--- config.mk ---
export PLATFORM = sky130hd
export DESIGN_NAME = processor
export DESIGN_NICKNAME = d
export VERILOG_FILES = /design/src/logic/proc_pkg.sv /design/src/logic/processor.sv /design/src/logic/mem_wb_stage.sv /design/src/logic/execute_stage.sv /design/src/logic/hazard_unit.sv /design/src/logic/decode_stage.sv /design/src/logic/fetch_stage.sv /design/src/logic/alu.sv
export SDC_FILE = /design/constraint.sdc
export NUM_CORES = 1
export LEC_CHECK = 0
export BUFFER_PORTS_ARGS = -buffer_cell sky130_fd_sc_hd__clkbuf_2
export CORE_MARGIN = 4
export CORE_UTILIZATION = 60
export DETAILED_ROUTE_END_ITERATION = 8
export PLACE_DENSITY_LB_ADDON = 0.08
export SETUP_SLACK_MARGIN = 0.02
export SYNTH_ARGS = -nofsm -noshare
export SYNTH_HDL_FRONTEND = slang
export SYNTH_HIERARCHICAL = 1
export SYNTH_SLANG_ARGS = --single-unit
--- constraint.sdc ---
create_clock -name clock -period 21.3 [get_ports clock]
set_input_delay 1.065 -clock clock [delete_from_list [all_inputs] [get_ports clock]]
set_output_delay 1.065 -clock clock [all_outputs]
set_load 0.05 [all_outputs]
--- src/logic/proc_pkg.sv ---
// ======================================================================
// ISA definitions for the 32-bit word-addressed DLX-like core
// fixed widths throughout, opcode in bits 31..27, no overflow traps
// ======================================================================
package proc_pkg;

    typedef logic [31:0] word_t;    // data or word address
    typedef logic [31:0] insn_t;    // encoded instruction
    typedef logic [4:0]  reg_idx_t; // register index

    typedef enum logic [4:0] {
        op_alu  = 5'd0,             // r-type, function in bits 6..2
        op_j    = 5'd1,
        op_bne  = 5'd2,
        op_jal  = 5'd3,
        op_jr   = 5'd4,
        op_addi = 5'd5,
        op_blt  = 5'd6,
        op_sw   = 5'd7,
        op_lw   = 5'd8
    } opcode_e;

    typedef enum logic [4:0] {
        alu_add = 5'd0,
        alu_sub = 5'd1,
        alu_and = 5'd2,
        alu_or  = 5'd3,
        alu_sll = 5'd4,
        alu_sra = 5'd5
    } alu_op_e;

    localparam insn_t    nop_insn = 32'd0; // add r0, r0, r0
    localparam reg_idx_t link_reg = 5'd31; // jal destination

    function automatic opcode_e opcode(insn_t insn);
        return opcode_e'(insn[31:27]);
    endfunction

    function automatic alu_op_e alu_func(insn_t insn);
        return alu_op_e'(insn[6:2]);
    endfunction

    function automatic reg_idx_t rd(insn_t insn);
        return insn[26:22];
    endfunction

    function automatic reg_idx_t rs(insn_t insn);
        return insn[21:17];
    endfunction

    function automatic reg_idx_t rt(insn_t insn);
        return insn[16:12];
    endfunction

    function automatic logic [4:0] shamt(insn_t insn);
        return insn[11:7];
    endfunction

    function automatic word_t imm(insn_t insn);
        return {{15{insn[16]}}, insn[16:0]}; // sign-extend 17b
    endfunction

    function automatic word_t target(insn_t insn);
        return {5'd0, insn[26:0]}; // zero-extend 27b
    endfunction

    // results that reach the register file
    function automatic logic writes_rd(insn_t insn);
        return opcode(insn) inside {op_alu, op_addi, op_lw};
    endfunction

    // results already valid in X/M, so bypassable from there
    function automatic logic forwards_alu(insn_t insn);
        return opcode(insn) inside {op_alu, op_addi};
    endfunction

    // priority X/M then M/W then register file; r0 never bypassed
    function automatic word_t bypass_val(reg_idx_t src, word_t raw,
                                         insn_t xm_insn, word_t xm_val,
                                         insn_t mw_insn, word_t mw_val);
        if (src == 5'd0)
            return raw;
        if (forwards_alu(xm_insn) && rd(xm_insn) == src)
            return xm_val;
        if (writes_rd(mw_insn) && rd(mw_insn) == src)
            return mw_val;
        return raw;
    endfunction

endpackage
--- src/logic/processor.sv ---
// ======================================================================
// 5-stage pipelined core, memories and register file are external
// imem/dmem reads must be combinational, regfile must write-through
// ======================================================================
`timescale 1ns/1ps

module processor #(
    parameter proc_pkg::word_t reset_pc = 32'd0
) (
    input  logic               clock,
    input  logic               rst_n,
    output proc_pkg::word_t    address_imem,
    input  proc_pkg::insn_t    q_imem,
    output proc_pkg::word_t    address_dmem,
    output proc_pkg::word_t    data,
    output logic               wren,
    input  proc_pkg::word_t    q_dmem,
    output logic               ctrl_write_enable,
    output proc_pkg::reg_idx_t ctrl_write_reg,
    output proc_pkg::reg_idx_t ctrl_read_reg_a,
    output proc_pkg::reg_idx_t ctrl_read_reg_b,
    output proc_pkg::word_t    data_write_reg,
    input  proc_pkg::word_t    data_read_reg_a,
    input  proc_pkg::word_t    data_read_reg_b
);
    import proc_pkg::*;

    word_t fd_pc;
    insn_t fd_ir;
    logic  redirect;
    word_t redirect_pc;
    logic  stall;
    insn_t dx_ir;
    insn_t xm_ir;
    word_t xm_alu_val;
    word_t xm_store_val;
    insn_t mw_ir;
    word_t wb_data;

    fetch_stage #(
        .reset_pc (reset_pc)
    ) fetch_i (
        .clock        (clock),
        .rst_n        (rst_n),
        .stall        (stall),
        .redirect     (redirect),
        .redirect_pc  (redirect_pc),
        .q_imem       (q_imem),
        .address_imem (address_imem),
        .fd_pc        (fd_pc),
        .fd_ir        (fd_ir)
    );

    decode_stage decode_i (
        .fd_pc           (fd_pc),
        .fd_ir           (fd_ir),
        .data_read_reg_a (data_read_reg_a),
        .data_read_reg_b (data_read_reg_b),
        .xm_ir           (xm_ir),
        .xm_alu_val      (xm_alu_val),
        .mw_ir           (mw_ir),
        .wb_data         (wb_data),
        .ctrl_read_reg_a (ctrl_read_reg_a),
        .ctrl_read_reg_b (ctrl_read_reg_b),
        .redirect        (redirect),
        .redirect_pc     (redirect_pc)
    );

    hazard_unit hazard_i (
        .fd_ir (fd_ir),
        .dx_ir (dx_ir),
        .xm_ir (xm_ir),
        .stall (stall)
    );

    execute_stage execute_i (
        .clock           (clock),
        .rst_n           (rst_n),
        .stall           (stall),
        .fd_pc           (fd_pc),
        .fd_ir           (fd_ir),
        .data_read_reg_a (data_read_reg_a),
        .data_read_reg_b (data_read_reg_b),
        .mw_ir           (mw_ir),
        .wb_data         (wb_data),
        .dx_ir           (dx_ir),
        .xm_ir           (xm_ir),
        .xm_alu_val      (xm_alu_val),
        .xm_store_val    (xm_store_val)
    );

    mem_wb_stage mem_wb_i (
        .clock             (clock),
        .rst_n             (rst_n),
        .xm_ir             (xm_ir),
        .xm_alu_val        (xm_alu_val),
        .xm_store_val      (xm_store_val),
        .q_dmem            (q_dmem),
        .address_dmem      (address_dmem),
        .data              (data),
        .wren              (wren),
        .mw_ir             (mw_ir),
        .wb_data           (wb_data),
        .ctrl_write_enable (ctrl_write_enable),
        .ctrl_write_reg    (ctrl_write_reg),
        .data_write_reg    (data_write_reg)
    );

endmodule

--- src/logic/mem_wb_stage.sv ---
// ======================================================================
// data memory drive, WM store-data bypass, M/W register, writeback
// dmem read is combinational, write happens on the clock edge
// ======================================================================
`timescale 1ns/1ps

module mem_wb_stage (
    input  logic               clock,
    input  logic               rst_n,
    input  proc_pkg::insn_t    xm_ir,
    input  proc_pkg::word_t    xm_alu_val,
    input  proc_pkg::word_t    xm_store_val,
    input  proc_pkg::word_t    q_dmem,
    output proc_pkg::word_t    address_dmem,
    output proc_pkg::word_t    data,
    output logic               wren,
    output proc_pkg::insn_t    mw_ir,
    output proc_pkg::word_t    wb_data,
    output logic               ctrl_write_enable,
    output proc_pkg::reg_idx_t ctrl_write_reg,
    output proc_pkg::word_t    data_write_reg
);
    import proc_pkg::*;

    word_t mw_alu_val;  // alu result or jal link
    word_t mw_load_val; // dmem read data
    logic  wm_hit;      // M/W writes the register sw stores

    assign address_dmem = xm_alu_val;               // rs + imm
    assign wren         = (opcode(xm_ir) == op_sw);
    assign wm_hit       = writes_rd(mw_ir) && rd(xm_ir) != 5'd0 && rd(mw_ir) == rd(xm_ir);
    assign data         = wm_hit ? wb_data : xm_store_val;

    always_ff @(posedge clock or negedge rst_n) begin
        if (!rst_n) begin
            mw_ir       <= nop_insn;
            mw_alu_val  <= '0;
            mw_load_val <= '0;
        end else begin
            mw_ir       <= xm_ir;
            mw_alu_val  <= xm_alu_val;
            mw_load_val <= q_dmem;
        end
    end

    assign wb_data           = (opcode(mw_ir) == op_lw) ? mw_load_val : mw_alu_val;
    assign ctrl_write_enable = writes_rd(mw_ir) && rd(mw_ir) != 5'd0; // r0 stays zero
    assign ctrl_write_reg    = rd(mw_ir);
    assign data_write_reg    = wb_data;

endmodule

--- src/logic/execute_stage.sv ---
// ======================================================================
// D/X register, MX/WX operand bypass, ALU and X/M register
// jal leaves here as an r-type write of r31 carrying pc+1
// ======================================================================
`timescale 1ns/1ps

module execute_stage (
    input  logic            clock,
    input  logic            rst_n,
    input  logic            stall,
    input  proc_pkg::word_t fd_pc,
    input  proc_pkg::insn_t fd_ir,
    input  proc_pkg::word_t data_read_reg_a,
    input  proc_pkg::word_t data_read_reg_b,
    input  proc_pkg::insn_t mw_ir,
    input  proc_pkg::word_t wb_data,
    output proc_pkg::insn_t dx_ir,
    output proc_pkg::insn_t xm_ir,
    output proc_pkg::word_t xm_alu_val,
    output proc_pkg::word_t xm_store_val
);
    import proc_pkg::*;

    word_t      dx_pc;     // pc+1 of the insn in execute
    word_t      dx_a;      // rs value from regfile
    word_t      dx_b;      // rt or rd value from regfile
    opcode_e    dx_op;
    reg_idx_t   src_b;
    word_t      op_a;
    word_t      op_b_fwd;  // bypassed rt/rd, also store data
    word_t      op_b;
    alu_op_e    alu_op;
    logic [4:0] alu_shamt;
    word_t      alu_res;
    word_t      xm_val_in;
    insn_t      xm_ir_in;

    always_ff @(posedge clock or negedge rst_n) begin
        if (!rst_n) begin
            dx_ir <= nop_insn;
            dx_pc <= '0;
            dx_a  <= '0;
            dx_b  <= '0;
        end else begin
            dx_ir <= stall ? nop_insn : fd_ir; // bubble while decode holds
            dx_pc <= fd_pc;
            dx_a  <= data_read_reg_a;
            dx_b  <= data_read_reg_b;
        end
    end

    assign dx_op = opcode(dx_ir);
    assign src_b = (dx_op == op_alu) ? rt(dx_ir) : rd(dx_ir); // sw stores rd

    // MX beats WX, r0 excluded inside bypass_val
    assign op_a     = bypass_val(rs(dx_ir), dx_a, xm_ir, xm_alu_val, mw_ir, wb_data);
    assign op_b_fwd = bypass_val(src_b, dx_b, xm_ir, xm_alu_val, mw_ir, wb_data);

    assign op_b      = (dx_op inside {op_addi, op_lw, op_sw}) ? imm(dx_ir) : op_b_fwd;
    assign alu_op    = (dx_op == op_alu) ? alu_func(dx_ir) : alu_add; // addr calc adds
    assign alu_shamt = shamt(dx_ir);

    alu alu_i (
        .operand_a (op_a),
        .operand_b (op_b),
        .op        (alu_op),
        .shamt     (alu_shamt),
        .result    (alu_res)
    );

    always_comb begin
        if (dx_op == op_jal) begin
            xm_val_in = dx_pc;                          // link value
            xm_ir_in  = {op_alu, link_reg, dx_ir[21:0]}; // looks like an alu write
        end else begin
            xm_val_in = alu_res;
            xm_ir_in  = dx_ir;
        end
    end

    always_ff @(posedge clock or negedge rst_n) begin
        if (!rst_n) begin
            xm_ir        <= nop_insn;
            xm_alu_val   <= '0;
            xm_store_val <= '0;
        end else begin
            xm_ir        <= xm_ir_in;
            xm_alu_val   <= xm_val_in;
            xm_store_val <= op_b_fwd;
        end
    end

endmodule

--- src/logic/hazard_unit.sv ---
// ======================================================================
// stall decision, combinational
// load-use into execute, and branch/jr operands not yet bypassable
// ======================================================================
`timescale 1ns/1ps

module hazard_unit (
    input  proc_pkg::insn_t fd_ir,
    input  proc_pkg::insn_t dx_ir,
    input  proc_pkg::insn_t xm_ir,
    output logic            stall
);
    import proc_pkg::*;

    // producer rd matches a comparator operand of the branch in decode
    function automatic logic feeds_branch(insn_t prod, insn_t cons);
        reg_idx_t dst;
        logic     uses_rd;
        logic     uses_rs;
        dst     = rd(prod);
        uses_rd = opcode(cons) inside {op_bne, op_blt, op_jr};
        uses_rs = opcode(cons) inside {op_bne, op_blt}; // jr reads rd only
        return (dst != 5'd0) &&
               ((uses_rd && dst == rd(cons)) || (uses_rs && dst == rs(cons)));
    endfunction

    logic load_use; // lw in D/X, consumer in decode
    logic br_dx;    // any result still in D/X
    logic br_xm;    // load data not there until M/W

    always_comb begin
        load_use = 1'b0;
        if (opcode(dx_ir) == op_lw && rd(dx_ir) != 5'd0) begin
            if (opcode(fd_ir) inside {op_alu, op_addi, op_lw, op_sw} &&
                rd(dx_ir) == rs(fd_ir))
                load_use = 1'b1; // base or first operand
            if (opcode(fd_ir) == op_alu && rd(dx_ir) == rt(fd_ir))
                load_use = 1'b1; // second r-type operand
        end
        br_dx = writes_rd(dx_ir) && feeds_branch(dx_ir, fd_ir);
        br_xm = (opcode(xm_ir) == op_lw) && feeds_branch(xm_ir, fd_ir);
        stall = load_use | br_dx | br_xm;
    end

endmodule

--- src/logic/decode_stage.sv ---
// ======================================================================
// register read addressing and branch resolution in decode
// comparator operands bypassed from X/M and M/W, one-slot flush
// redirect is only meaningful when the hazard unit is not stalling
// ======================================================================
`timescale 1ns/1ps

module decode_stage (
    input  proc_pkg::word_t    fd_pc,
    input  proc_pkg::insn_t    fd_ir,
    input  proc_pkg::word_t    data_read_reg_a,
    input  proc_pkg::word_t    data_read_reg_b,
    input  proc_pkg::insn_t    xm_ir,
    input  proc_pkg::word_t    xm_alu_val,
    input  proc_pkg::insn_t    mw_ir,
    input  proc_pkg::word_t    wb_data,
    output proc_pkg::reg_idx_t ctrl_read_reg_a,
    output proc_pkg::reg_idx_t ctrl_read_reg_b,
    output logic               redirect,
    output proc_pkg::word_t    redirect_pc
);
    import proc_pkg::*;

    opcode_e fd_op;
    word_t   rd_val;    // branch lhs, also jr target
    word_t   rs_val;    // branch rhs
    word_t   br_target; // pc+1 + imm
    logic    rd_ne_rs;
    logic    rd_lt_rs;

    assign fd_op = opcode(fd_ir);

    // port b carries rt for r-type, rd for everything else
    assign ctrl_read_reg_a = rs(fd_ir);
    assign ctrl_read_reg_b = (fd_op == op_alu) ? rt(fd_ir) : rd(fd_ir);

    // MD then WD bypass into the comparator
    assign rd_val = bypass_val(rd(fd_ir), data_read_reg_b, xm_ir, xm_alu_val,
                               mw_ir, wb_data);
    assign rs_val = bypass_val(rs(fd_ir), data_read_reg_a, xm_ir, xm_alu_val,
                               mw_ir, wb_data);

    assign rd_ne_rs  = (rd_val != rs_val);
    assign rd_lt_rs  = ($signed(rd_val) < $signed(rs_val)); // signed compare
    assign br_target = fd_pc + imm(fd_ir);

    always_comb begin
        redirect    = 1'b0;
        redirect_pc = br_target;
        case (fd_op)
            op_j, op_jal: begin
                redirect    = 1'b1;
                redirect_pc = target(fd_ir); // absolute
            end
            op_jr: begin
                redirect    = 1'b1;
                redirect_pc = rd_val;
            end
            op_bne:  redirect = rd_ne_rs;
            op_blt:  redirect = rd_lt_rs;
            default: redirect = 1'b0;
        endcase
    end

endmodule

--- src/logic/fetch_stage.sv ---
// ======================================================================
// PC register and F/D pipeline register
// stall holds both and beats a redirect, redirect flushes F/D
// ======================================================================
`timescale 1ns/1ps

module fetch_stage #(
    parameter proc_pkg::word_t reset_pc = 32'd0
) (
    input  logic            clock,
    input  logic            rst_n,
    input  logic            stall,
    input  logic            redirect,
    input  proc_pkg::word_t redirect_pc,
    input  proc_pkg::insn_t q_imem,
    output proc_pkg::word_t address_imem,
    output proc_pkg::word_t fd_pc,
    output proc_pkg::insn_t fd_ir
);
    import proc_pkg::*;

    word_t pc_q;   // address of insn being fetched
    word_t seq_pc; // pc + 1, word addressed

    assign seq_pc       = pc_q + 32'd1;
    assign address_imem = pc_q;

    always_ff @(posedge clock or negedge rst_n) begin
        if (!rst_n) begin
            pc_q <= reset_pc;
        end else if (!stall) begin
            pc_q <= redirect ? redirect_pc : seq_pc;
        end
    end

    always_ff @(posedge clock or negedge rst_n) begin
        if (!rst_n) begin
            fd_pc <= '0;
            fd_ir <= nop_insn;
        end else if (!stall) begin
            fd_pc <= seq_pc;                          // link value for jal
            fd_ir <= redirect ? nop_insn : q_imem;    // squash wrong-path slot
        end
    end

endmodule

--- src/logic/alu.sv ---
// ======================================================================
// combinational ALU, add and sub wrap silently
// shifts act on operand_a by shamt, unknown ops give zero
// ======================================================================
`timescale 1ns/1ps

module alu (
    input  proc_pkg::word_t   operand_a,
    input  proc_pkg::word_t   operand_b,
    input  proc_pkg::alu_op_e op,
    input  logic [4:0]        shamt,
    output proc_pkg::word_t   result
);
    import proc_pkg::*;

    always_comb begin
        case (op)
            alu_add: result = operand_a + operand_b; // wraps
            alu_sub: result = operand_a - operand_b;
            alu_and: result = operand_a & operand_b;
            alu_or:  result = operand_a | operand_b;
            alu_sll: result = operand_a << shamt;    // logical left
            alu_sra: result = word_t'($signed(operand_a) >>> shamt); // keeps sign
            default: result = '0;
        endcase
    end

endmodule

==> results by stage <==
Run status:
- The run finished with clean final reports.

STA:
- The count of final hold-check violations is 0.
- The worst pin sits at a relative slew slack of 13.99%.
- The achievable frequency is 0.1111 GHz.
- The number of slew-limit violations in the final report came to 0.
- The final count of negative-setup-slack endpoints is 0.
- The total negative slack is 0 ns.
- Setup repair after global routing left no endpoint under its margin.
- Hold timing on the final database bottoms out at a slack of 0.4412 ns.
- Clock skew on the completed layout was measured at 0.02282 ns.
- The minimum period implied by the final worst setup slack is 9.003 ns.
- Of the available clock period, the critical path in the final layout requires ~42%.
- The actual transition at the worst max-transition pin is around 1.3 ns.

Setup path:
- The critical path goes through nor2_1, nand2_1, a21oi_4, buf_4, nand2_1, or4_1, o221a_1, or4_4, or3_4, or4_4, or4_2, nand2_1, xor2_1, ha_1, a21o_1, a21oi_1, nand3_1, a211oi_1, nor3_1, a311oi_1, xor2_1, o21ai_0, mux2_2.
- The endpoint arrival time on the critical path is around 9.5 ns.
- The maximum fanout along the worst path is 69.
- The worst-case reg-to-reg path depth is 23.
- The worst register-to-register path begins at execute_i/dx_ir[27]$_DFF_PN0_.
- The path type of the worst setup path is reg2reg.
- The critical path ends at execute_i/xm_alu_val[28]$_DFF_PN0_.
- For this run, the slowest stage of the critical path takes between 0.9 and 1 ns.
- STA puts the critical path data required time at 21.75 ns.
- STA classifies the critical path endpoint as a flip-flop.
- In this run the worst setup path begins at execute_i/dx_ir[27]$_DFF_PN0_.
- The depth of the critical timing path with buffers and inverters included is 23.
- The worst register-to-register path ends at execute_i/xm_alu_val[28]$_DFF_PN0_.
- The largest individual stage delay along the critical path comes from the cell or4_1.
- The element type at the critical path start is a flip-flop.
- In this run the register-to-register setup slack is 12.30 ns.
- The number of buffers and inverters on the critical path is 1.
- The most repeated library cell on the critical path is nand2_1.
- The largest delay contributor family on the critical path is simple AND/OR/NAND/NOR gates.

Die:
- After floorplanning, the core was sized to cover 46,560 µm².
- The floorplan step set the die height to between 200 and 250 µm.
- After floorplanning, the core was divided into 79 placement rows.
- The die covers 50,600 µm².
- The horizontal extent of the die is 224.9 µm.
- 275 I/O pins were placed.
- For this configuration, the core starts out at a cell density of 60.65%.

Global route:
- The maximum number of pins on one net before global-route repair is 123.
- Global routing consumed, over all layers together, 41.90% of the routing resources.
- The global-route congestion overflow total is 0.
- The number of antenna violations at the first check in global routing is 4.
- The via count of the first global-routing pass is 26.03k.
- The first global-routing pass estimated 162,700 µm of wire.

Yosys:
- The synthesized netlist occupies a cell area of 28,240 µm².
- The post-synthesis area per instance is 8.902 µm².
- The number of warnings issued by yosys is 6.
- Counting every instance in the synthesized netlist gives approximately 3.2k.
- The number of nets handed over by synthesis was 3,402.

Route:
- The first-pass detailed-route iteration total is 6.
- In the routed layout, each cell is associated on average with a via count of 6.999.
- In the final routed layout, each cell accounts on average for around 28 µm.
- The final route contains 27.23k vias.
- The violation count after the first detailed-routing iteration is 4,020.
- The final wirelength is about 110,000 µm.
- The number of antenna-violating nets in the routed design is 0.
- The number of remaining DRC errors is 0.

Job:
- The number of maximum-capacitance constraint violations is 0.

Placed design:
- In this run, placement finished with an instance count of 3,817.
- The number of I/O port buffers is around 270.
- The post-detailed-placement half-perimeter wirelength is 81,160 µm.
- The final weighted congestion in routability-driven placement is around 1.1.

Clocking:
- Clock tree synthesis found a total of 372 sinks.
- Buffers inserted to repair hold after CTS numbered 0.
- The number of buffers added by the clock tree synthesis step is 42.
- Clock tree synthesis selected as its root buffer the cell clkbuf_16.
- The clock reaches the later pin of the worst-skew pair after 0.59 ns.
- The clock transition at the registers of the reported paths is 0.07 ns.
- TritonCTS built the clock tree.
- The number of setup buffers added after CTS is 0.
- Gates resized during post-CTS repair numbered 0.
- The longest clock path from root to sink contains 3 buffers.
- The H-tree depth reported by CTS is 2.

Cells and area:
- Relative to the synthesized area, the layout overhead comes to 9.004%.
- The share of final-layout standard cells stronger than drive strength 1 is 18.62%.
- Leaving out filler cells and counting taps, the final layout contains between 3k and 4k.
- At the end of the flow, the number of nets in the layout was 3,484.

Worst hold path:
- The kind of path behind the tightest hold check is reg2reg.

Power:
- VDD sags by at most about 0.00016 V.
- The ratio of total power to cell area is ~120 nW/µm².
- For this design the static power due to leakage is between 0.01 and 0.015 µW.
- The total power draw is 3835 µW.
## stage by stage
| step | util (%) | instance area (µm²) | setup slack [ns] |
|---|---|---|---|
| after CTS | 66.11 | 30780 | 12.58 |
| final | 66.12 | 30780 | 12.30 |
| after global placement | 63.01 | 29340 | 12.93 |
| after floorplan | - | 28240 | 14.35 |
| after detailed placement | 63.01 | 29340 | 12.61 |
| after global routing | 66.11 | 30780 | 11.93 |
## power by group
| group | total [µW] | internal [µW] | switching (µW) | leakage (µW) |
|---|---|---|---|---|
| Clock | 767 | 454 | 313 | 0.000708 |
| Sequential | 1200 | 887 | 318 | 0.00441 |
| Combinational | 1860 | 606 | 1260 | 0.00827 |
## placed cells by master (no fill, tap or decap), types with 44 or more instances in the layout
| master | n |
|---|---|
| a21oi_1 | 204 |
| a22oi_1 | 44 |
| and3_1 | 49 |
| buf_4 | 53 |
| clkbuf_16 | 44 |
| clkbuf_2 | 273 |
| dfrtp_1 | 368 |
| ha_1 | 98 |
| inv_1 | 50 |
| mux2_2 | 87 |
| mux2i_1 | 155 |
| nand2_1 | 316 |
| nand3_1 | 51 |
| nor2_1 | 216 |
| nor2b_1 | 58 |
| nor3_1 | 61 |
| nor4_1 | 45 |
| o21ai_0 | 225 |
| o21ai_1 | 62 |
| xnor2_1 | 101 |
| xor2_1 | 74 |
## metal layers
| metal | track usage, % | routed length (µm) | vias to the layer above |
|---|---|---|---|
| li1 | - | - | 11788 |
| met1 | 52.96 | 40310 | 13101 |
| met2 | 67.02 | 49600 | 1888 |
| met3 | 8.597 | 11040 | 450 |
| met4 | 24.47 | 8215 | 6 |
| met5 | 0 | 39 | - |
## state kept, by name (all words and copies together), names as in the netlist, 32 cells and up
signal                  flops
mem_wb_i/mw_alu_val        32
execute_i/dx_a             32
fetch_i/fd_pc              32
fetch_i/address_imem       32
execute_i/dx_pc            32
mem_wb_i/mw_load_val       32
fetch_i/fd_ir              32
execute_i/dx_b             32
execute_i/xm_store_val     32
execute_i/xm_alu_val       32
execute_i/dx_ir            32
## area by class of cell
class / count / area, µm²
flip-flops and latches: 372 / 9314
multi-input cells: 2460 / 17290
repair buffers: 327 / 1779
inverters: 51 / 191.4
well taps: 607 / 759.5
fillers: 3739 / 15780
diodes: 2 / 5.005
clock inverters: 19 / 254.0
clock buffers: 53 / 1185
## worst min-delay path by stage
stage	to	slack [ns]	cells after the start	from
after global placement	execute_i/dx_pc[10]$_DFF_PN0_	0.40	0	fetch_i/fd_pc[10]$_DFFE_PN0N_
after detailed placement	execute_i/dx_pc[10]$_DFF_PN0_	0.41	0	fetch_i/fd_pc[10]$_DFFE_PN0N_
after floorplan	execute_i/dx_pc[0]$_DFF_PN0_	0.38	0	fetch_i/fd_pc[0]$_DFFE_PN0N_
final	execute_i/dx_pc[10]$_DFF_PN0_	0.44	0	fetch_i/fd_pc[10]$_DFFE_PN0N_
after global routing	execute_i/dx_pc[10]$_DFF_PN0_	0.44	0	fetch_i/fd_pc[10]$_DFFE_PN0N_
after CTS	execute_i/dx_pc[0]$_DFF_PN0_	0.44	0	fetch_i/fd_pc[0]$_DFFE_PN0N_
No activity file was read; power rests on OpenSTA's default activity.
